--- src/verilog/net_pkg.sv ---
`default_nettype none
//------------------------------------------------
// net_pkg
// shared types and protocol timing for the
// address bring-up controller
//------------------------------------------------

package net_pkg;

  //------------------------------------------------
  // bring-up stages
  //------------------------------------------------
  // order matters, everything above phy_connect needs link
  typedef enum logic [3:0] {
    start        = 4'd0,
    eeprom_start = 4'd1,   // read request out
    eeprom_read  = 4'd2,   // wait for config store
    phy_init     = 4'd3,   // init request out
    phy_connect  = 4'd4,   // wait for link
    phy_settle   = 4'd5,   // one second of quiet link
    dhcp_request = 4'd6,   // discover / request out
    dhcp_wait    = 4'd7,
    dhcp_retry   = 4'd8,   // short gap before retransmit
    running      = 4'd9,
    renew_wait   = 4'd10,  // half-lease countdown
    renew_req    = 4'd11,
    renew_ack    = 4'd12
  } bringup_state_t;

  //------------------------------------------------
  // address and counter types
  //------------------------------------------------
  typedef logic [31:0] ip_addr_t;
  typedef logic [47:0] mac_addr_t;
  typedef logic [3:0]  seconds_t;      // elapsed seconds in dhcp
  typedef logic [17:0] renew_count_t;  // seconds, or clocks for the retry gap

  //------------------------------------------------
  // protocol timing
  //------------------------------------------------
  localparam logic [15:0]  APIPA_PREFIX          = {8'd169, 8'd254};  // link-local
  localparam renew_count_t DEFAULT_RENEW_SECONDS = 18'd43_200;  // 12 h, lease of zero
  localparam renew_count_t RENEW_ACK_SECONDS     = 18'd20;      // ack window
  localparam renew_count_t RENEW_RETRY_SECONDS   = 18'd300;     // gap between renewals
  localparam seconds_t     DHCP_GIVEUP_SECONDS   = 4'd15;       // then fall back to apipa

endpackage

`default_nettype wire

--- src/verilog/dhcp_timer_if.sv ---
`timescale 1ns/10ps
`default_nettype none
//------------------------------------------------
// dhcp_timer_if
// commands from the bring-up FSM to the timer
// block, and tick / count status back
//------------------------------------------------

interface dhcp_timer_if;
  import net_pkg::*;

  // fsm -> timers, all single-cycle commands except count_renew
  logic         restart_second;  // realign the prescaler
  logic         clear_seconds;
  logic         load_lease;      // lease/2 or default
  logic         load_renew;      // fixed seconds from renew_value
  renew_count_t renew_value;
  logic         load_gap;        // retry gap in clocks
  logic         count_renew;     // countdown enable, level

  // timers -> fsm
  logic         second_tick;     // one cycle per second
  seconds_t     seconds;
  logic         renew_zero;      // level

  modport fsm (
    output restart_second, clear_seconds, load_lease, load_renew, renew_value,
    output load_gap, count_renew,
    input  second_tick, seconds, renew_zero
  );

  modport timers (
    input  restart_second, clear_seconds, load_lease, load_renew, renew_value,
    input  load_gap, count_renew,
    output second_tick, seconds, renew_zero
  );

endinterface

`default_nettype wire

--- src/verilog/dhcp_timers.sv ---
`timescale 1ns/10ps
`default_nettype none
//------------------------------------------------
// dhcp_timers
// one-second prescaler, elapsed-seconds counter
// and the shared renewal / retry countdown
//------------------------------------------------

module dhcp_timers #(
  parameter int CLOCKS_PER_SECOND = 2_500_000,
  parameter int RETRY_GAP_CLOCKS  = 131_072
) (
  input  wire logic        tx_clock,
  input  wire logic        rst,
  input  wire logic [31:0] lease,         // seconds, from the dhcp server
  input  wire logic        in_dhcp_wait,
  dhcp_timer_if.timers     tmr
);
  import net_pkg::*;

  localparam int PRESC_W = $clog2(CLOCKS_PER_SECOND + 1);
  localparam logic [PRESC_W-1:0] PRESC_RELOAD = PRESC_W'(CLOCKS_PER_SECOND - 1);
  localparam renew_count_t GAP_LOAD = renew_count_t'(RETRY_GAP_CLOCKS);

  logic [PRESC_W-1:0] presc;
  seconds_t           seconds_cnt;
  renew_count_t       renew_cnt;
  renew_count_t       lease_half;
  logic               gap_mode;  // countdown runs per clock, not per second

  //------------------------------------------------
  // one-second prescaler
  //------------------------------------------------
  // tick when presc hits zero, reload same cycle -> period is exact
  assign tmr.second_tick = (presc == '0);

  always_ff @(posedge tx_clock) begin
    if (rst) begin
      presc <= PRESC_RELOAD;
    end else if (tmr.restart_second || tmr.second_tick) begin
      presc <= PRESC_RELOAD;
    end else begin
      presc <= presc - 1'b1;
    end
  end

  //------------------------------------------------
  // elapsed seconds while waiting on dhcp
  //------------------------------------------------
  always_ff @(posedge tx_clock) begin
    if (rst || tmr.clear_seconds) begin
      seconds_cnt <= '0;
    end else if (in_dhcp_wait && tmr.second_tick && (seconds_cnt != '1)) begin
      seconds_cnt <= seconds_cnt + 1'b1;  // sticks at 15
    end
  end

  assign tmr.seconds = seconds_cnt;

  //------------------------------------------------
  // renewal / ack / retry countdown
  //------------------------------------------------
  // half the lease, saturating when it won't fit in 18 bits
  always_comb begin
    if (lease == '0) begin
      lease_half = DEFAULT_RENEW_SECONDS;
    end else if (lease[31:19] != '0) begin
      lease_half = '1;
    end else begin
      lease_half = lease[18:1];
    end
  end

  // last load picks the unit, loads win over counting
  always_ff @(posedge tx_clock) begin
    if (rst) begin
      renew_cnt <= '0;
      gap_mode  <= 1'b0;
    end else if (tmr.load_lease) begin
      renew_cnt <= lease_half;
      gap_mode  <= 1'b0;
    end else if (tmr.load_renew) begin
      renew_cnt <= tmr.renew_value;
      gap_mode  <= 1'b0;
    end else if (tmr.load_gap) begin
      renew_cnt <= GAP_LOAD;
      gap_mode  <= 1'b1;
    end else if (tmr.count_renew && !tmr.renew_zero &&
                 (gap_mode || tmr.second_tick)) begin
      renew_cnt <= renew_cnt - 1'b1;
    end
  end

  assign tmr.renew_zero = (renew_cnt == '0);

  // ticks stay at least two clocks apart
  tick_spacing: assert property (@(posedge tx_clock) disable iff (rst)
    tmr.second_tick |=> !tmr.second_tick);

  // the fsm never asks for two loads at once
  single_load: assert property (@(posedge tx_clock) disable iff (rst)
    $onehot0({tmr.load_lease, tmr.load_renew, tmr.load_gap}));

endmodule

`default_nettype wire

--- src/verilog/bringup_fsm.sv ---
`timescale 1ns/10ps
`default_nettype none
//------------------------------------------------
// bringup_fsm
// steps config read, phy init, link settle and
// static / dhcp / apipa address selection, then
// keeps the dhcp lease renewed
//------------------------------------------------

module bringup_fsm (
  input  wire logic               tx_clock,
  input  wire logic               rst,
  output logic                    eeprom_rd_request,
  input  wire logic               eeprom_ready,
  input  wire net_pkg::ip_addr_t  static_ip,
  output logic                    phy_init_request,
  input  wire logic [1:0]         phy_speed,
  input  wire logic               phy_duplex,
  output logic                    dhcp_tx_enable,
  output logic                    dhcp_enable,
  input  wire logic               dhcp_success,
  input  wire net_pkg::ip_addr_t  ip_accept,
  input  wire net_pkg::mac_addr_t local_mac,
  output net_pkg::ip_addr_t       local_ip,
  output logic                    network_state,   // high = no usable address
  output logic                    static_ip_assigned,
  output logic                    dhcp_timeout,
  output logic                    in_dhcp_wait,
  dhcp_timer_if.fsm               tmr
);
  import net_pkg::*;

  bringup_state_t state;
  bringup_state_t state_next;
  ip_addr_t       local_ip_next;
  ip_addr_t       apipa_ip;
  logic           net_state_next;
  logic           link_up;

  //------------------------------------------------
  // status decode
  //------------------------------------------------
  // link: full duplex at 10 or 100 / 1000, never both speed bits equal
  assign link_up = phy_duplex && (phy_speed[1] != phy_speed[0]);
  assign static_ip_assigned = (static_ip != '1) && (static_ip != '0);
  assign apipa_ip = {APIPA_PREFIX, local_mac[15:0]};

  assign eeprom_rd_request = (state == eeprom_start);
  assign phy_init_request  = (state == phy_init);
  assign dhcp_tx_enable    = (state == dhcp_request) || (state == renew_req);  // 1-cycle states
  assign dhcp_enable       = (state inside {dhcp_request, dhcp_wait, renew_req, renew_ack});
  assign in_dhcp_wait      = (state == dhcp_wait);
  assign dhcp_timeout      = (tmr.seconds == DHCP_GIVEUP_SECONDS);

  //------------------------------------------------
  // next state and timer commands
  //------------------------------------------------
  always_comb begin
    state_next         = state;
    local_ip_next      = local_ip;
    net_state_next     = network_state;
    tmr.restart_second = 1'b0;
    tmr.clear_seconds  = 1'b0;
    tmr.load_lease     = 1'b0;
    tmr.load_renew     = 1'b0;
    tmr.renew_value    = RENEW_RETRY_SECONDS;
    tmr.load_gap       = 1'b0;
    tmr.count_renew    = 1'b0;

    if ((state > phy_connect) && !link_up) begin
      state_next     = phy_connect;  // lost link, start over from connect
      net_state_next = 1'b1;
    end else begin
      case (state)
        start:        state_next = eeprom_start;
        eeprom_start: state_next = eeprom_read;
        eeprom_read:  if (eeprom_ready) state_next = phy_init;
        phy_init:     state_next = phy_connect;

        phy_connect: begin
          if (link_up) begin
            tmr.restart_second = 1'b1;  // settle timer starts now
            state_next         = phy_settle;
          end
        end

        phy_settle: begin
          if (tmr.second_tick) begin
            if (static_ip_assigned) begin
              local_ip_next  = static_ip;
              net_state_next = 1'b0;
              state_next     = running;
            end else begin
              local_ip_next      = '0;  // 0.0.0.0 while asking
              tmr.restart_second = 1'b1;
              tmr.clear_seconds  = 1'b1;
              state_next         = dhcp_request;
            end
          end
        end

        dhcp_request: state_next = dhcp_wait;

        dhcp_wait: begin
          if (dhcp_success) begin
            local_ip_next      = ip_accept;
            net_state_next     = 1'b0;
            tmr.load_lease     = 1'b1;
            tmr.restart_second = 1'b1;
            state_next         = renew_wait;
          end else if (tmr.second_tick) begin
            // seconds still holds the old count here
            if (tmr.seconds inside {4'd0, 4'd2, 4'd6}) begin
              tmr.load_gap = 1'b1;  // retransmit at 1, 3, 7 s
              state_next   = dhcp_retry;
            end else if (tmr.seconds == DHCP_GIVEUP_SECONDS - 1'b1) begin
              local_ip_next  = apipa_ip;  // no offer, go link-local
              net_state_next = 1'b0;
              state_next     = running;
            end
          end
        end

        dhcp_retry: begin
          tmr.count_renew = 1'b1;  // gap counts clocks
          if (tmr.renew_zero) state_next = dhcp_request;
        end

        running: state_next = running;  // address held until link drops

        renew_wait: begin
          tmr.count_renew = 1'b1;
          if (tmr.renew_zero) state_next = renew_req;
        end

        renew_req: begin
          tmr.load_renew     = 1'b1;
          tmr.renew_value    = RENEW_ACK_SECONDS;
          tmr.restart_second = 1'b1;
          state_next         = renew_ack;
        end

        renew_ack: begin
          tmr.count_renew = 1'b1;
          if (dhcp_success) begin
            tmr.load_lease     = 1'b1;  // same address, new half-lease
            tmr.restart_second = 1'b1;
            state_next         = renew_wait;
          end else if (tmr.renew_zero) begin
            tmr.load_renew = 1'b1;  // no ack, try again later
            state_next     = renew_wait;
          end
        end

        default: state_next = start;
      endcase
    end
  end

  //------------------------------------------------
  // state and address registers
  //------------------------------------------------
  always_ff @(posedge tx_clock) begin
    if (rst) begin
      state         <= start;
      local_ip      <= '0;
      network_state <= 1'b1;
    end else begin
      state         <= state_next;
      local_ip      <= local_ip_next;
      network_state <= net_state_next;
    end
  end

  // one tx request per discover / renewal
  tx_single_pulse: assert property (@(posedge tx_clock) disable iff (rst)
    dhcp_tx_enable |=> !dhcp_tx_enable);

  // no usable address without link, one clock of override latency
  down_link_flagged: assert property (@(posedge tx_clock) disable iff (rst)
    !link_up |=> network_state);

endmodule

`default_nettype wire

--- src/verilog/net_bringup.sv ---
`timescale 1ns/10ps
`default_nettype none
//------------------------------------------------
// net_bringup
// address bring-up controller, top level
//------------------------------------------------

module net_bringup #(
  parameter int CLOCKS_PER_SECOND = 2_500_000,  // prescaler length
  parameter int RETRY_GAP_CLOCKS  = 131_072     // dhcp retransmit gap
) (
  input  wire logic               tx_clock,
  input  wire logic               rst,
  // config store
  output logic                    eeprom_rd_request,
  input  wire logic               eeprom_ready,
  input  wire net_pkg::ip_addr_t  static_ip,
  // phy
  output logic                    phy_init_request,
  input  wire logic [1:0]         phy_speed,
  input  wire logic               phy_duplex,
  // dhcp engine
  output logic                    dhcp_tx_enable,
  output logic                    dhcp_enable,
  input  wire logic               dhcp_success,
  input  wire net_pkg::ip_addr_t  ip_accept,
  input  wire logic [31:0]        lease,
  // address and status
  input  wire net_pkg::mac_addr_t local_mac,
  output net_pkg::ip_addr_t       local_ip,
  output logic                    network_state,
  output logic                    static_ip_assigned,
  output logic                    dhcp_timeout
);

  logic in_dhcp_wait;

  dhcp_timer_if tmr_if ();

  dhcp_timers #(
    .CLOCKS_PER_SECOND (CLOCKS_PER_SECOND),
    .RETRY_GAP_CLOCKS  (RETRY_GAP_CLOCKS)
  ) dhcp_timers_i (
    .tx_clock     (tx_clock),
    .rst          (rst),
    .lease        (lease),
    .in_dhcp_wait (in_dhcp_wait),
    .tmr          (tmr_if.timers)
  );

  bringup_fsm bringup_fsm_i (
    .tx_clock           (tx_clock),
    .rst                (rst),
    .eeprom_rd_request  (eeprom_rd_request),
    .eeprom_ready       (eeprom_ready),
    .static_ip          (static_ip),
    .phy_init_request   (phy_init_request),
    .phy_speed          (phy_speed),
    .phy_duplex         (phy_duplex),
    .dhcp_tx_enable     (dhcp_tx_enable),
    .dhcp_enable        (dhcp_enable),
    .dhcp_success       (dhcp_success),
    .ip_accept          (ip_accept),
    .local_mac          (local_mac),
    .local_ip           (local_ip),
    .network_state      (network_state),
    .static_ip_assigned (static_ip_assigned),
    .dhcp_timeout       (dhcp_timeout),
    .in_dhcp_wait       (in_dhcp_wait),
    .tmr                (tmr_if.fsm)
  );

endmodule

`default_nettype wire

--- config.mk ---
export PLATFORM = sky130hd
export DESIGN_NAME = net_bringup
export DESIGN_NICKNAME = d
export VERILOG_FILES = /design/src/verilog/net_pkg.sv /design/src/verilog/dhcp_timer_if.sv /design/src/verilog/dhcp_timers.sv /design/src/verilog/bringup_fsm.sv /design/src/verilog/net_bringup.sv
export SDC_FILE = /design/constraint.sdc
export NUM_CORES = 1
export LEC_CHECK = 0
export BUFFER_PORTS_ARGS = -buffer_cell sky130_fd_sc_hd__buf_2
export CAP_MARGIN = 30
export CORE_MARGIN = 1
export CORE_UTILIZATION = 54
export CTS_BUF_LIST = sky130_fd_sc_hd__clkbuf_16
export CTS_CLUSTER_DIAMETER = 150
export DETAILED_ROUTE_END_ITERATION = 10
export PLACE_DENSITY = 0.87
export SYNTH_ARGS = -nofsm -noshare
export SYNTH_HDL_FRONTEND = slang
export SYNTH_SLANG_ARGS = --single-unit
--- constraint.sdc ---
create_clock -name tx_clock -period 4.35 [get_ports tx_clock]
set_input_delay 0 -clock tx_clock [delete_from_list [all_inputs] [get_ports tx_clock]]
set_output_delay 0 -clock tx_clock [all_outputs]
set_load 0.01 [all_outputs]
Yosys cells after proc, flatten, opt, wreduce, memory -nomap -nowiden:

Index checks and enable logic that the tools add are counted.
W data, S select, Z words.

* $lt $le $gt $ge: 1
* muxes and demuxes: 57
* add/subtract/negate cells: 3
* eq/ne operators: 38
* reduce and logical (&&, ||, !) cells: 33
* bitwise operators: 1

Operators with widths (count)
* $mux W32: 6
* $mux W18: 7
* $pmux W32 S2: 1
* $pmux W4 S13: 1
* $mux W4: 12
* $logic_not A32 Y1: 1
* $ne A32 B32 Y1 const B: 1
* $reduce_bool A32 Y1: 1
* $eq A4 B4 Y1 const B: 7
* $mux W1: 25
* $logic_not A22 Y1: 1
* $sub A22 B1 Y22 const B: 1
* $eq A4 B3 Y1 const B: 5
* $logic_not A18 Y1: 1
* $ne A3 B2 Y1 const B: 6
* $sub A18 B1 Y18 const B: 1
* $reduce_and A8 Y1: 2
* $reduce_bool A13 Y1: 1
* $eq A4 B2 Y1 const B: 3
* $reduce_and A6 Y1: 2
* $ne A2 B2 Y1 const B: 5
* $mux W9: 1
* $logic_not A4 Y1: 2
* $ne A4 B2 Y1 const B: 2
* other kinds (21): 38

* bits in registers: 82
* output and inout bits: 39
* logic and storage cells: 141
* input port bits: 151

Longest topological paths before layout:

Gate-level depths: netlist of run 1.

* word-level depth: 11
* mapped depth: 10
* mapped depth without buffers: 9

By module:

A second synthesis of run 1 with hierarchy kept.

* cell total of the unflattened synthesis: 662
* area, all modules: 5306.3 µm²

Modules (own cells, without submodules)
* bringup_fsm: times used 1, cells each 333, seq. area each 740.7 µm², area each 2688.8 µm²
* dhcp_timers: times used 1, cells each 329, seq. area each 900.9 µm², area each 2617.5 µm²

Worst setup path after synthesis of run 1:

No wires, ideal clock.

* path kind: register to register
* from: register dhcp_timers_i.presc[16]
* to: register bringup_fsm_i.local_ip[27]
* library setup time: 0.128 ns
* data arrival time: 2.048 ns
* buffers on the path: 1
* required time: 4.222 ns
* clock period less this slack: 2.175 ns
* stages on the path, launching flop included: 8
* path slack: 2.175 ns
* cells stage by stage: dfxtp_1 or4_4 nor4_4 nand2_1 a21oi_4 buf_4 mux2i_1 nor2_1

* longest elaborated chain between the ends: 3
* elaborated cells between the ends (all ways): 4
* those cells by class: eq/ne (2); reduce/logical (2)

RTL lines
* start: declaration: RTL line dhcp_timers.sv:25 `logic [PRESC_W-1:0] presc;`
* start signal: assignment: RTL line dhcp_timers.sv:43 `presc <= presc - 1'b1;`
* $logic_not A22 Y1 (*): RTL line dhcp_timers.sv:35 `assign tmr.second_tick = (presc == '0);`
* $ne A3 B2 Y1 (no line) or $ne A2 B2 Y1 (tied branches)
* $reduce_and A6 Y1 (no line) (*)
* end signal: assignment: RTL line bringup_fsm.sv:170 `local_ip <= local_ip_next;`
* end: declaration: RTL line bringup_fsm.sv:24 `output net_pkg::ip_addr_t local_ip,`

Mark *: on every way between the ends. The rest lies on a longest branch, timed or not.
A chain may end at the register's enable or synchronous reset.

Final worst setup path of run 1:

* from: register bringup_fsm_i.state[1]
* to: register dhcp_timers_i.renew_cnt[14]

* longest elaborated chain between the ends: 7
* elaborated cells between the ends (all ways): 23
* those cells by class: order compare (1); eq/ne (5); mux (11); reduce/logical (6)

RTL lines
* start: declaration: RTL line bringup_fsm.sv:33 `bringup_state_t state;`
* start signal: assignment: RTL line bringup_fsm.sv:165 `state <= start;`
* start signal: assignment: RTL line bringup_fsm.sv:169 `state <= state_next;`
* parallel branches: the longest is 7 deep, another holds $gt A4 B3 Y1
* end signal: assignment: RTL line dhcp_timers.sv:80 `renew_cnt <= lease_half;`
* end signal: assignment: RTL line dhcp_timers.sv:83 `renew_cnt <= tmr.renew_value;`
* end signal: assignment: RTL line dhcp_timers.sv:90 `renew_cnt <= renew_cnt - 1'b1;`
* end: declaration: RTL line dhcp_timers.sv:27 `renew_count_t renew_cnt;`

Several ways; the timed one is not identified.

==> flow_summary.html, run 1 <==
<table>
<tr><th>Metric</th><th>Value</th></tr>
<tr><th colspan="2">Clock network</th></tr>
<tr><td>Number of sinks on the clock net</td><td>82</td></tr>
<tr><td>Clock buffer count from CTS</td><td>9</td></tr>
<tr><td>Maximum count of clock buffers along a single path</td><td>2</td></tr>
<tr><td>CTS tree</td><td>built</td></tr>
<tr><td>Post-CTS setup buffers</td><td>0</td></tr>
<tr><td>CTS root buf</td><td>clkbuf_16</td></tr>
<tr><td>Register clock-pin slew on the reported worst setup and hold paths</td><td>0.06 ns</td></tr>
<tr><td>Worst skew pair latency</td><td>0.34 ns</td></tr>
<tr><td>H-Tree Level Count</td><td>3</td></tr>
<tr><th colspan="2">Placement</th></tr>
<tr><td>Final GP Congestion</td><td>0.957</td></tr>
<tr><td>Placed cell count</td><td>898</td></tr>
<tr><td>Total of buffers placed on input and output ports</td><td>157</td></tr>
<tr><td>Post-Place Setup Slack</td><td>0.997 ns</td></tr>
<tr><td>Final HPWL from detailed placement</td><td>10,400 microns</td></tr>
<tr><td>Post-DP Area</td><td>5850 sq um</td></tr>
<tr><th colspan="2">Global route</th></tr>
<tr><td>Global-route wire length before repair</td><td>24,900 microns</td></tr>
<tr><td>Initial antenna violation count</td><td>0</td></tr>
<tr><td>All-Layer GR Usage</td><td>0.314</td></tr>
<tr><td>Largest net degree at the start of global routing</td><td>58</td></tr>
<tr><td>Overflow after GRT</td><td>0</td></tr>
<tr><td>Number of global-route vias before repair</td><td>5,372</td></tr>
<tr><th colspan="2">Logic synthesis</th></tr>
<tr><td>EDFF count, synth</td><td>0</td></tr>
<tr><td>Top cell type's share of synthesized area</td><td>0.324</td></tr>
<tr><td>Synth Area in Compound Gates</td><td>0.222</td></tr>
<tr><td>Primary flip-flop cell chosen by synthesis mapping</td><td>dfxtp_1</td></tr>
<tr><td>Mux contribution to synthesized area</td><td>0.0574</td></tr>
<tr><td>Xor/xnor cell area share of the yosys netlist</td><td>0.0450</td></tr>
<tr><td>Combinational family with the most area after synthesis</td><td>simple AND/OR/NAND/NOR gates</td></tr>
<tr><td>Cells after synthesis</td><td>667</td></tr>
<tr><td>Mean area per synthesized cell</td><td>7.59 sq um</td></tr>
<tr><td>Seq cells post-synth</td><td>82</td></tr>
<tr><td>Number of different library cells in the post-synthesis netlist</td><td>63</td></tr>
<tr><td>Number of nets produced by synthesis</td><td>825</td></tr>
<tr><td>Area share of fa/ha/maj cells after synthesis</td><td>0.0173</td></tr>
<tr><td>Mapped Area</td><td>5060 sq um</td></tr>
<tr><td>Largest area contributor in the netlist</td><td>dfxtp_1</td></tr>
<tr><td>Part of the Yosys area used for sequential elements</td><td>0.324</td></tr>
<tr><td>Asr flop ratio synth</td><td>0</td></tr>
<tr><td>YS warnings</td><td>0</td></tr>
<tr><td>Post-synthesis simple-gate area fraction</td><td>0.282</td></tr>
<tr><td>Largest cells by area after synthesis</td><td>dfxtp_1 32%, nor2_1 7.9%, a21oi_1 5.8%, mux2i_1 5.7%, nand2_1 4.6%</td></tr>
<tr><th colspan="2">Routing</th></tr>
<tr><td>DR WL/cell</td><td>16.2 microns</td></tr>
<tr><td>Final routed DRC violation total</td><td>0</td></tr>
<tr><td>Wire length on met2</td><td>7250 microns</td></tr>
<tr><td>Vias</td><td>5,727</td></tr>
<tr><td>DRC marker count from the first detailed-route iteration</td><td>488</td></tr>
<tr><td>Detailed-routing wirelength on met1</td><td>5940 microns</td></tr>
<tr><td>Met3 WL post-DR</td><td>1190 microns</td></tr>
<tr><td>Highest Signal Layer</td><td>met4</td></tr>
<tr><td>Avg Vias per Cell</td><td>6.20</td></tr>
<tr><td>Final ANT Viol Nets</td><td>0</td></tr>
<tr><td>Iteration count of the initial detailed-routing pass</td><td>7</td></tr>
<tr><td>Post-Route WL</td><td>15,000 microns</td></tr>
<tr><th colspan="2">Run</th></tr>
<tr><td># Max-Cap Violations</td><td>0</td></tr>
<tr><th colspan="2">Worst hold path</th></tr>
<tr><td>Worst Hold Class</td><td>input port to flip-flop</td></tr>
<tr><th colspan="2">STA</th></tr>
<tr><td>Setup repair after global routing missed its margin</td><td>no</td></tr>
<tr><td>Hold Fails Final Rpt</td><td>0</td></tr>
<tr><td>Accumulated negative setup slack</td><td>0 ns</td></tr>
<tr><td>Hold WS</td><td>0.0264 ns</td></tr>
<tr><td>Final setup violation count</td><td>0</td></tr>
<tr><td>Worst Max-Slew Pin Slew</td><td>0.907 ns</td></tr>
<tr><td>Timing-limited maximum frequency</td><td>281 MHz</td></tr>
<tr><td>Final slew viol count</td><td>0</td></tr>
<tr><td>Shortest period the worst path allows</td><td>3.57 ns</td></tr>
<tr><td>Portion of the clock cycle consumed by the worst path in the final layout</td><td>0.820</td></tr>
<tr><td>Clock skew after layout</td><td>0.00898 ns</td></tr>
<tr><td>Least setup slack across all paths after layout</td><td>0.785 ns</td></tr>
<tr><td>Normalized max-slew margin</td><td>0.393</td></tr>
<tr><th colspan="2">Power and ir drop</th></tr>
<tr><td>Leakage dissipation</td><td>2.63 nW</td></tr>
<tr><td>Internal Dissipation</td><td>1.32 mW</td></tr>
<tr><td>Combinational power share</td><td>0.193</td></tr>
<tr><td>Tot Pwr</td><td>1.94 mW</td></tr>
<tr><td>Clock share of power</td><td>0.365</td></tr>
<tr><td>Peak ir drop on the vdd network</td><td>0.000167 V</td></tr>
<tr><td>Reported net switching power</td><td>0.614 mW</td></tr>
<tr><td>Switching share of total power</td><td>0.317</td></tr>
<tr><td>Share of power burned in registers</td><td>0.442</td></tr>
<tr><td>Power density of the placed cells</td><td>311 nW/um^2</td></tr>
<tr><th colspan="2">Critical path</th></tr>
<tr><td>Startpoint Class</td><td>flip-flop</td></tr>
<tr><td>Critical path start-end classification</td><td>flip-flop to flip-flop</td></tr>
<tr><td>Endpoint class of the critical path</td><td>flip-flop</td></tr>
<tr><td>Worst Path Required</td><td>4.62 ns</td></tr>
<tr><td>Critical path data arrival time</td><td>3.83 ns</td></tr>
<tr><td>Largest fanout on the critical path</td><td>26</td></tr>
<tr><th colspan="2">Floorplanning</th></tr>
<tr><td>Die extent in y</td><td>98.8 microns</td></tr>
<tr><td>Area of the core</td><td>8890 sq um</td></tr>
<tr><td>Starting Density</td><td>0.569</td></tr>
<tr><td>Count of standard-cell rows</td><td>34</td></tr>
<tr><td>Die width</td><td>98.8 microns</td></tr>
<tr><td>Number of placed I/O pins</td><td>190</td></tr>
<tr><td>Die footprint</td><td>9760 sq um</td></tr>
<tr><th colspan="2">Layout</th></tr>
<tr><td>Total number of nets in the final design</td><td>969</td></tr>
<tr><td>Layout cells sized above 1</td><td>0.240</td></tr>
<tr><td>Number of inserted diodes</td><td>0</td></tr>
<tr><td>Filler cell count</td><td>705</td></tr>
<tr><td>Final cell area excluding filler cells</td><td>6230 sq um</td></tr>
<tr><td>Cell Count, Final, Fillers Out</td><td>924</td></tr>
<tr><td>Post-layout utilization of the core</td><td>0.700</td></tr>
<tr><td>Most frequent cells in the layout</td><td>157 x buf_2, 107 x nor2_1, 82 x dfxtp_1</td></tr>
<tr><td>Commonest non-fill, non-tap cell in the layout</td><td>buf_2</td></tr>
<tr><td>Layout overhead on the synthesized area</td><td>23.0%</td></tr>
<tr><th colspan="2">Status</th></tr>
<tr><td>Result of the run</td><td>complete, no violations</td></tr>
</table>
-- critical path, cell delays in order (launching register included) --
cell	delay, ns
dfxtp_1	0.82
nor3b_1	0.16
o2111a_1	0.43
a41oi_1	0.51
nand3_1	0.72
o41ai_1	0.60
nand2_1	0.11
a21oi_1	0.14
-- kinds of logic after synthesis --
kind of cell / after synthesis
xor gates and xnor gates: 26
buffers and inverters: 64
and+or+nand+nor: 286
muxes: 29
adders and majority gates: 7
AOI/OAI and AO/OA: 173
DFF: 82
-- worst paths after layout --
| check | endpoint | startpoint | cells past startpoint | slack [ns] |
|---|---|---|---|---|
| max | dhcp_timers_i.renew_cnt[14] | bringup_fsm_i.state[1] | 7 | 0.78 |
| min | bringup_fsm_i.local_ip[12] | static_ip[12] | 3 | 0.03 |
| max reg2reg | dhcp_timers_i.renew_cnt[14] | bringup_fsm_i.state[1] | 7 | 0.78 |
| min reg2reg | dhcp_timers_i.presc[0] | dhcp_timers_i.presc[0] | 1 | 0.41 |
-- power by group through the flow --
stage	logic [mW]	registers, mW	clock network (mW)
detailed placement	0.350	0.865	0
global route	0.407	0.865	0.746
floorplan	0.286	0.807	0
global placement	0.338	0.863	0
CTS	0.357	0.849	0.708
finish	0.373	0.856	0.707
-- registers in the layout, summed over array words and instances (netlist names) --
name / count
dhcp_timers_i.gap_mode: 1
dhcp_timers_i.renew_cnt: 18
bringup_fsm_i.network_state: 1
bringup_fsm_i.local_ip: 32
bringup_fsm_i.state: 4
dhcp_timers_i.tmr.seconds: 4
dhcp_timers_i.presc: 22
-- synthesized netlist by cell type (4+ instances only) --
| cell type | number |
|---|---|
| nor2_1 | 107 |
| dfxtp_1 | 82 |
| nand2_1 | 62 |
| a21oi_1 | 59 |
| o21ai_0 | 38 |
| mux2i_1 | 29 |
| clkbuf_1 | 27 |
| inv_1 | 23 |
| nor3_1 | 23 |
| nor4_1 | 22 |
| nand4_1 | 16 |
| xnor2_1 | 14 |
| a31oi_1 | 13 |
| xor2_1 | 12 |
| a211oi_1 | 11 |
| a211oi_2 | 9 |
| buf_2 | 9 |
| a311oi_1 | 7 |
| ha_1 | 7 |
| and2_1 | 6 |
| nand3_1 | 6 |
| a21o_1 | 5 |
| and3_1 | 5 |
| nand2b_1 | 5 |
| o22ai_1 | 5 |
| or3_1 | 5 |
| nand4b_1 | 4 |
| nor2b_1 | 4 |
-- layout make-up --
| class | instances | area, sq um | area share |
|---|---|---|---|
| inverters | 23 | 86.3 | 0.0139 |
| multi-input cells | 521 | 3150 | 0.506 |
| flip-flops and latches | 82 | 1640 | 0.264 |
| clock inverters | 7 | 46.3 | 0.00744 |
| repair buffers | 174 | 938 | 0.151 |
| well taps | 108 | 135 | 0.0217 |
| clock buffers | 9 | 225 | 0.0362 |
-- timing repair --
action,CTS,global route
gates resized for setup,0,0
hold buffers,10,0
endpoints found under the hold margin,5,0
-- routing by layer --
layer,vias up,GRT usage
met5,-,0
met4,0,0.149
met3,64,0.0730
met2,304,0.515
met1,2648,0.388
li1,2711,-
Power figures use the tool's default switching activity.
==> run 2: changes to the inputs <==
--- a/config.mk
+++ b/config.mk
@@ -5,14 +5,15 @@
 export SDC_FILE = /design/constraint.sdc
 export NUM_CORES = 1
 export LEC_CHECK = 0
+export ABC_AREA = 1
 export BUFFER_PORTS_ARGS = -buffer_cell sky130_fd_sc_hd__buf_2
 export CAP_MARGIN = 30
 export CORE_MARGIN = 1
-export CORE_UTILIZATION = 54
+export CORE_UTILIZATION = 51
 export CTS_BUF_LIST = sky130_fd_sc_hd__clkbuf_16
 export CTS_CLUSTER_DIAMETER = 150
 export DETAILED_ROUTE_END_ITERATION = 10
-export PLACE_DENSITY = 0.87
+export PLACE_DENSITY = 0.81
 export SYNTH_ARGS = -nofsm -noshare
 export SYNTH_HDL_FRONTEND = slang
 export SYNTH_SLANG_ARGS = --single-unit
==> constraint.sdc (replaced) <==
create_clock -name tx_clock -period 3.3 [get_ports tx_clock]
set_input_delay 0 -clock tx_clock [delete_from_list [all_inputs] [get_ports tx_clock]]
set_output_delay 0 -clock tx_clock [all_outputs]
set_load 0.01 [all_outputs]
==> run 2 against run 1 <==
Effect of this change: critical path depth is 4 higher; clock-buffer cell count stayed put; core utilization is 5.8 points lower; critical path type unchanged.
==> flow_summary.html, run 2 <==
<table>
<tr><th>Metric</th><th>Value</th></tr>
<tr><th colspan="2">Logic synthesis</th></tr>
<tr><td>Mean area per synthesized cell</td><td>5.99 sq um</td></tr>
<tr><td>Mapped Area</td><td>5420 sq um</td></tr>
<tr><td>YS warnings</td><td>0</td></tr>
<tr><td>Largest cells by area after synthesis</td><td>dfxtp_1 30%, nor2_1 16%, nand2_1 16%, o21ai_0 5.5%, nand3_1 4.8%</td></tr>
<tr><td>Cells after synthesis</td><td>904</td></tr>
<tr><td>Synth cell count leaders</td><td>236 x nor2_1, 228 x nand2_1, 82 x dfxtp_1</td></tr>
<tr><td>Largest area contributor in the netlist</td><td>dfxtp_1</td></tr>
<tr><td>Most frequently used cell type in the post-synthesis netlist</td><td>nor2_1</td></tr>
<tr><td>Part of the Yosys area used for sequential elements</td><td>0.303</td></tr>
<tr><td>EDFF count, synth</td><td>0</td></tr>
<tr><td>Asr flop ratio synth</td><td>0</td></tr>
<tr><td>Number of nets produced by synthesis</td><td>1,062</td></tr>
<tr><td>Primary flip-flop cell chosen by synthesis mapping</td><td>dfxtp_1</td></tr>
<tr><td>Seq cells post-synth</td><td>82</td></tr>
<tr><td>Top cell type's share of synthesized area</td><td>0.303</td></tr>
<tr><td>Number of different library cells in the post-synthesis netlist</td><td>30</td></tr>
<tr><th colspan="2">Routing</th></tr>
<tr><td>DR WL/cell</td><td>12.5 microns</td></tr>
<tr><td>Vias</td><td>6,065</td></tr>
<tr><td>DRC marker count from the first detailed-route iteration</td><td>339</td></tr>
<tr><td>Post-Route WL</td><td>14,900 microns</td></tr>
<tr><td>Iteration count of the initial detailed-routing pass</td><td>5</td></tr>
<tr><td>Avg Vias per Cell</td><td>5.08</td></tr>
<tr><td>Final ANT Viol Nets</td><td>0</td></tr>
<tr><td>Final routed DRC violation total</td><td>0</td></tr>
<tr><th colspan="2">Global route</th></tr>
<tr><td>Largest net degree at the start of global routing</td><td>41</td></tr>
<tr><td>Initial antenna violation count</td><td>0</td></tr>
<tr><td>All-Layer GR Usage</td><td>0.274</td></tr>
<tr><td>Number of global-route vias before repair</td><td>5,554</td></tr>
<tr><td>Overflow after GRT</td><td>0</td></tr>
<tr><td>Global-route wire length before repair</td><td>24,700 microns</td></tr>
<tr><th colspan="2">Layout</th></tr>
<tr><td>Area used by multi-input combinational logic</td><td>3380 sq um</td></tr>
<tr><td>Layout cells sized above 1</td><td>0.198</td></tr>
<tr><td>FF/Latch Area</td><td>1640 sq um</td></tr>
<tr><td>Layout overhead on the synthesized area</td><td>22.3%</td></tr>
<tr><td>Most frequent cells in the layout</td><td>236 x nor2_1, 228 x nand2_1, 157 x buf_2</td></tr>
<tr><td>Commonest non-fill, non-tap cell in the layout</td><td>nor2_1</td></tr>
<tr><td>Flip-flop count of the largest register, all copies and words added</td><td>32</td></tr>
<tr><td>Number of inserted diodes</td><td>0</td></tr>
<tr><td>Filler cell count</td><td>944</td></tr>
<tr><td>Biggest register</td><td>bringup_fsm_i.local_ip</td></tr>
<tr><td>Final cell area excluding filler cells</td><td>6630 sq um</td></tr>
<tr><td>Total number of nets in the final design</td><td>1,211</td></tr>
<tr><td>Registers with the most flip-flops</td><td>bringup_fsm_i.local_ip (32), dhcp_timers_i.presc (22), dhcp_timers_i.renew_cnt (18)</td></tr>
<tr><th colspan="2">Floorplanning</th></tr>
<tr><td>Die extent in y</td><td>105 microns</td></tr>
<tr><td>Number of placed I/O pins</td><td>190</td></tr>
<tr><td>Count of standard-cell rows</td><td>37</td></tr>
<tr><td>Die width</td><td>105 microns</td></tr>
<tr><td>Area of the core</td><td>10,300 sq um</td></tr>
<tr><td>Starting Density</td><td>0.525</td></tr>
<tr><td>Die footprint</td><td>11,000 sq um</td></tr>
<tr><th colspan="2">STA</th></tr>
<tr><td>Timing-limited maximum frequency</td><td>403 MHz</td></tr>
<tr><td>Final slew viol count</td><td>0</td></tr>
<tr><td>Hold WS</td><td>0.00997 ns</td></tr>
<tr><td>Shortest period the worst path allows</td><td>2.48 ns</td></tr>
<tr><td>Portion of the clock cycle consumed by the worst path in the final layout</td><td>0.752</td></tr>
<tr><td>Setup repair after global routing missed its margin</td><td>no</td></tr>
<tr><td>Final setup violation count</td><td>0</td></tr>
<tr><td>Normalized max-slew margin</td><td>0.641</td></tr>
<tr><td>Clock skew after layout</td><td>0.0109 ns</td></tr>
<tr><td>Worst Max-Slew Pin Slew</td><td>0.533 ns</td></tr>
<tr><td>Accumulated negative setup slack</td><td>0 ns</td></tr>
<tr><td>Hold Fails Final Rpt</td><td>0</td></tr>
<tr><th colspan="2">Power and ir drop</th></tr>
<tr><td>Power density of the placed cells</td><td>450 nW/um^2</td></tr>
<tr><td>Tot Pwr</td><td>2.98 mW</td></tr>
<tr><td>Leakage dissipation</td><td>3.34 nW</td></tr>
<tr><td>Peak ir drop on the vdd network</td><td>0.000241 V</td></tr>
<tr><th colspan="2">Critical path</th></tr>
<tr><td>Critical path start-end classification</td><td>flip-flop to flip-flop</td></tr>
<tr><td>Worst Path Required</td><td>3.58 ns</td></tr>
<tr><td>Launch instance of the worst register-to-register path</td><td>bringup_fsm_i.state[1]</td></tr>
<tr><td>Largest fanout on the critical path</td><td>36</td></tr>
<tr><td>Endpoint class of the critical path</td><td>flip-flop</td></tr>
<tr><td>Startpoint Class</td><td>flip-flop</td></tr>
<tr><td>Cell depth of the worst flop-to-flop path</td><td>11</td></tr>
<tr><td>Critical path data arrival time</td><td>2.76 ns</td></tr>
<tr><td>R2r endpoint</td><td>dhcp_timers_i.renew_cnt[17]</td></tr>
<tr><td>Flop-to-flop setup slack</td><td>0.82 ns</td></tr>
<tr><th colspan="2">Clock network</th></tr>
<tr><td>CTS root buf</td><td>clkbuf_16</td></tr>
<tr><td>Clock buffer count from CTS</td><td>9</td></tr>
<tr><td>Maximum count of clock buffers along a single path</td><td>2</td></tr>
<tr><td>Number of cells upsized or downsized after cts</td><td>0</td></tr>
<tr><td>Register clock-pin slew on the reported worst setup and hold paths</td><td>0.06 ns</td></tr>
<tr><td>Post-CTS setup buffers</td><td>0</td></tr>
<tr><td>Worst skew pair latency</td><td>0.34 ns</td></tr>
<tr><td>CTS tree</td><td>built</td></tr>
<tr><td>Number of sinks on the clock net</td><td>82</td></tr>
<tr><td>H-Tree Level Count</td><td>3</td></tr>
<tr><td>Hold bufs inserted after CTS</td><td>5</td></tr>
<tr><th colspan="2">Placement</th></tr>
<tr><td>Post-DP Area</td><td>6270 sq um</td></tr>
<tr><td>Final HPWL from detailed placement</td><td>10,700 microns</td></tr>
<tr><td>Total of buffers placed on input and output ports</td><td>157</td></tr>
<tr><td>Final GP Congestion</td><td>0.873</td></tr>
<tr><th colspan="2">Worst hold path</th></tr>
<tr><td>End of the worst hold path</td><td>bringup_fsm_i.local_ip[6]</td></tr>
<tr><td>Number of instances on the worst hold path</td><td>5</td></tr>
<tr><td>Startpoint of the worst hold path</td><td>ip_accept[6]</td></tr>
<tr><td>Worst Hold Class</td><td>input port to flip-flop</td></tr>
<tr><th colspan="2">Status</th></tr>
<tr><td>Result of the run</td><td>complete, no violations</td></tr>
<tr><th colspan="2">Run</th></tr>
<tr><td># Max-Cap Violations</td><td>0</td></tr>
</table>
## run 2: cell types whose count changed after synthesis, moves of 29 or more
cell     change
nand2_1    +166
nor2_1     +129
nand3_1     +46
a21oi_1     -34
inv_1       +33
mux2i_1     -29
## run 2: area by class of cell
class                   instances  area share
well taps                     136      0.0257
multi-input cells             727       0.510
repair buffers                168       0.133
clock inverters                 6      0.0126
flip-flops and latches         82       0.248
clock buffers                   9      0.0340
inverters                      65      0.0368
## run 2: cell families after synthesis
| kind of cell | share of synthesized area |
|---|---|
| fa+ha+maj | 0.0162 |
| xor+xnor | 0.0566 |
| buf+inv | 0.0730 |
| simple gates | 0.426 |
| flops | 0.303 |
| compound gates | 0.125 |
## run 2: worst max path at each step
stage	from	to	slack (ns)	cells after the start
finish	bringup_fsm_i.state[1]	dhcp_timers_i.renew_cnt[17]	0.82	11
global route	bringup_fsm_i.state[1]	dhcp_timers_i.renew_cnt[0]	0.61	11
CTS	bringup_fsm_i.state[1]	dhcp_timers_i.renew_cnt[9]	0.84	11
detailed placement	bringup_fsm_i.state[1]	dhcp_timers_i.renew_cnt[17]	0.83	11
global placement	bringup_fsm_i.state[1]	dhcp_timers_i.renew_cnt[7]	0.89	11
floorplan	dhcp_timers_i.tmr.seconds[0]	dhcp_timers_i.renew_cnt[16]	1.55	14
## run 2: worst max-delay path: stages (launching register included)
cell and delay [ns]:
dfxtp_1 0.36, nand2_1 0.15, inv_2 0.07, nand2_4 0.33, nand2_1 0.15, nand3_1 0.14, nand2_1 0.12, nor2_4 0.36
nand2_4 0.27, inv_2 0.26, nor2_1 0.08, nor2_1 0.11
## run 2: through the flow
stage,instances,util,setup slack [ns]
floorplan,904,-,1.55
global placement,1173,0.607,0.889
detailed placement,1173,0.607,0.834
CTS,1193,0.642,0.836
global route,1193,0.642,0.615
finish,1193,0.642,0.817
## run 2: routing by layer
| metal | up-vias | track usage | share of wire |
|---|---|---|---|
| met4 | 0 | 0.0936 | 0.016 |
| met1 | 2678 | 0.336 | 0.45 |
| met2 | 201 | 0.478 | 0.47 |
| met3 | 18 | 0.0530 | 0.068 |
| met5 | - | 0 | 0 |
| li1 | 3168 | - | - |
## run 2: power breakdown
part           leakage (nW)  switching [mW]  total [mW]  internal (mW)
Sequential            0.662          0.0589        1.13           1.07
Clock                 0.150           0.406        1.06          0.655
Combinational          2.53           0.488       0.794          0.306
Total                  3.34           0.953        2.98           2.03
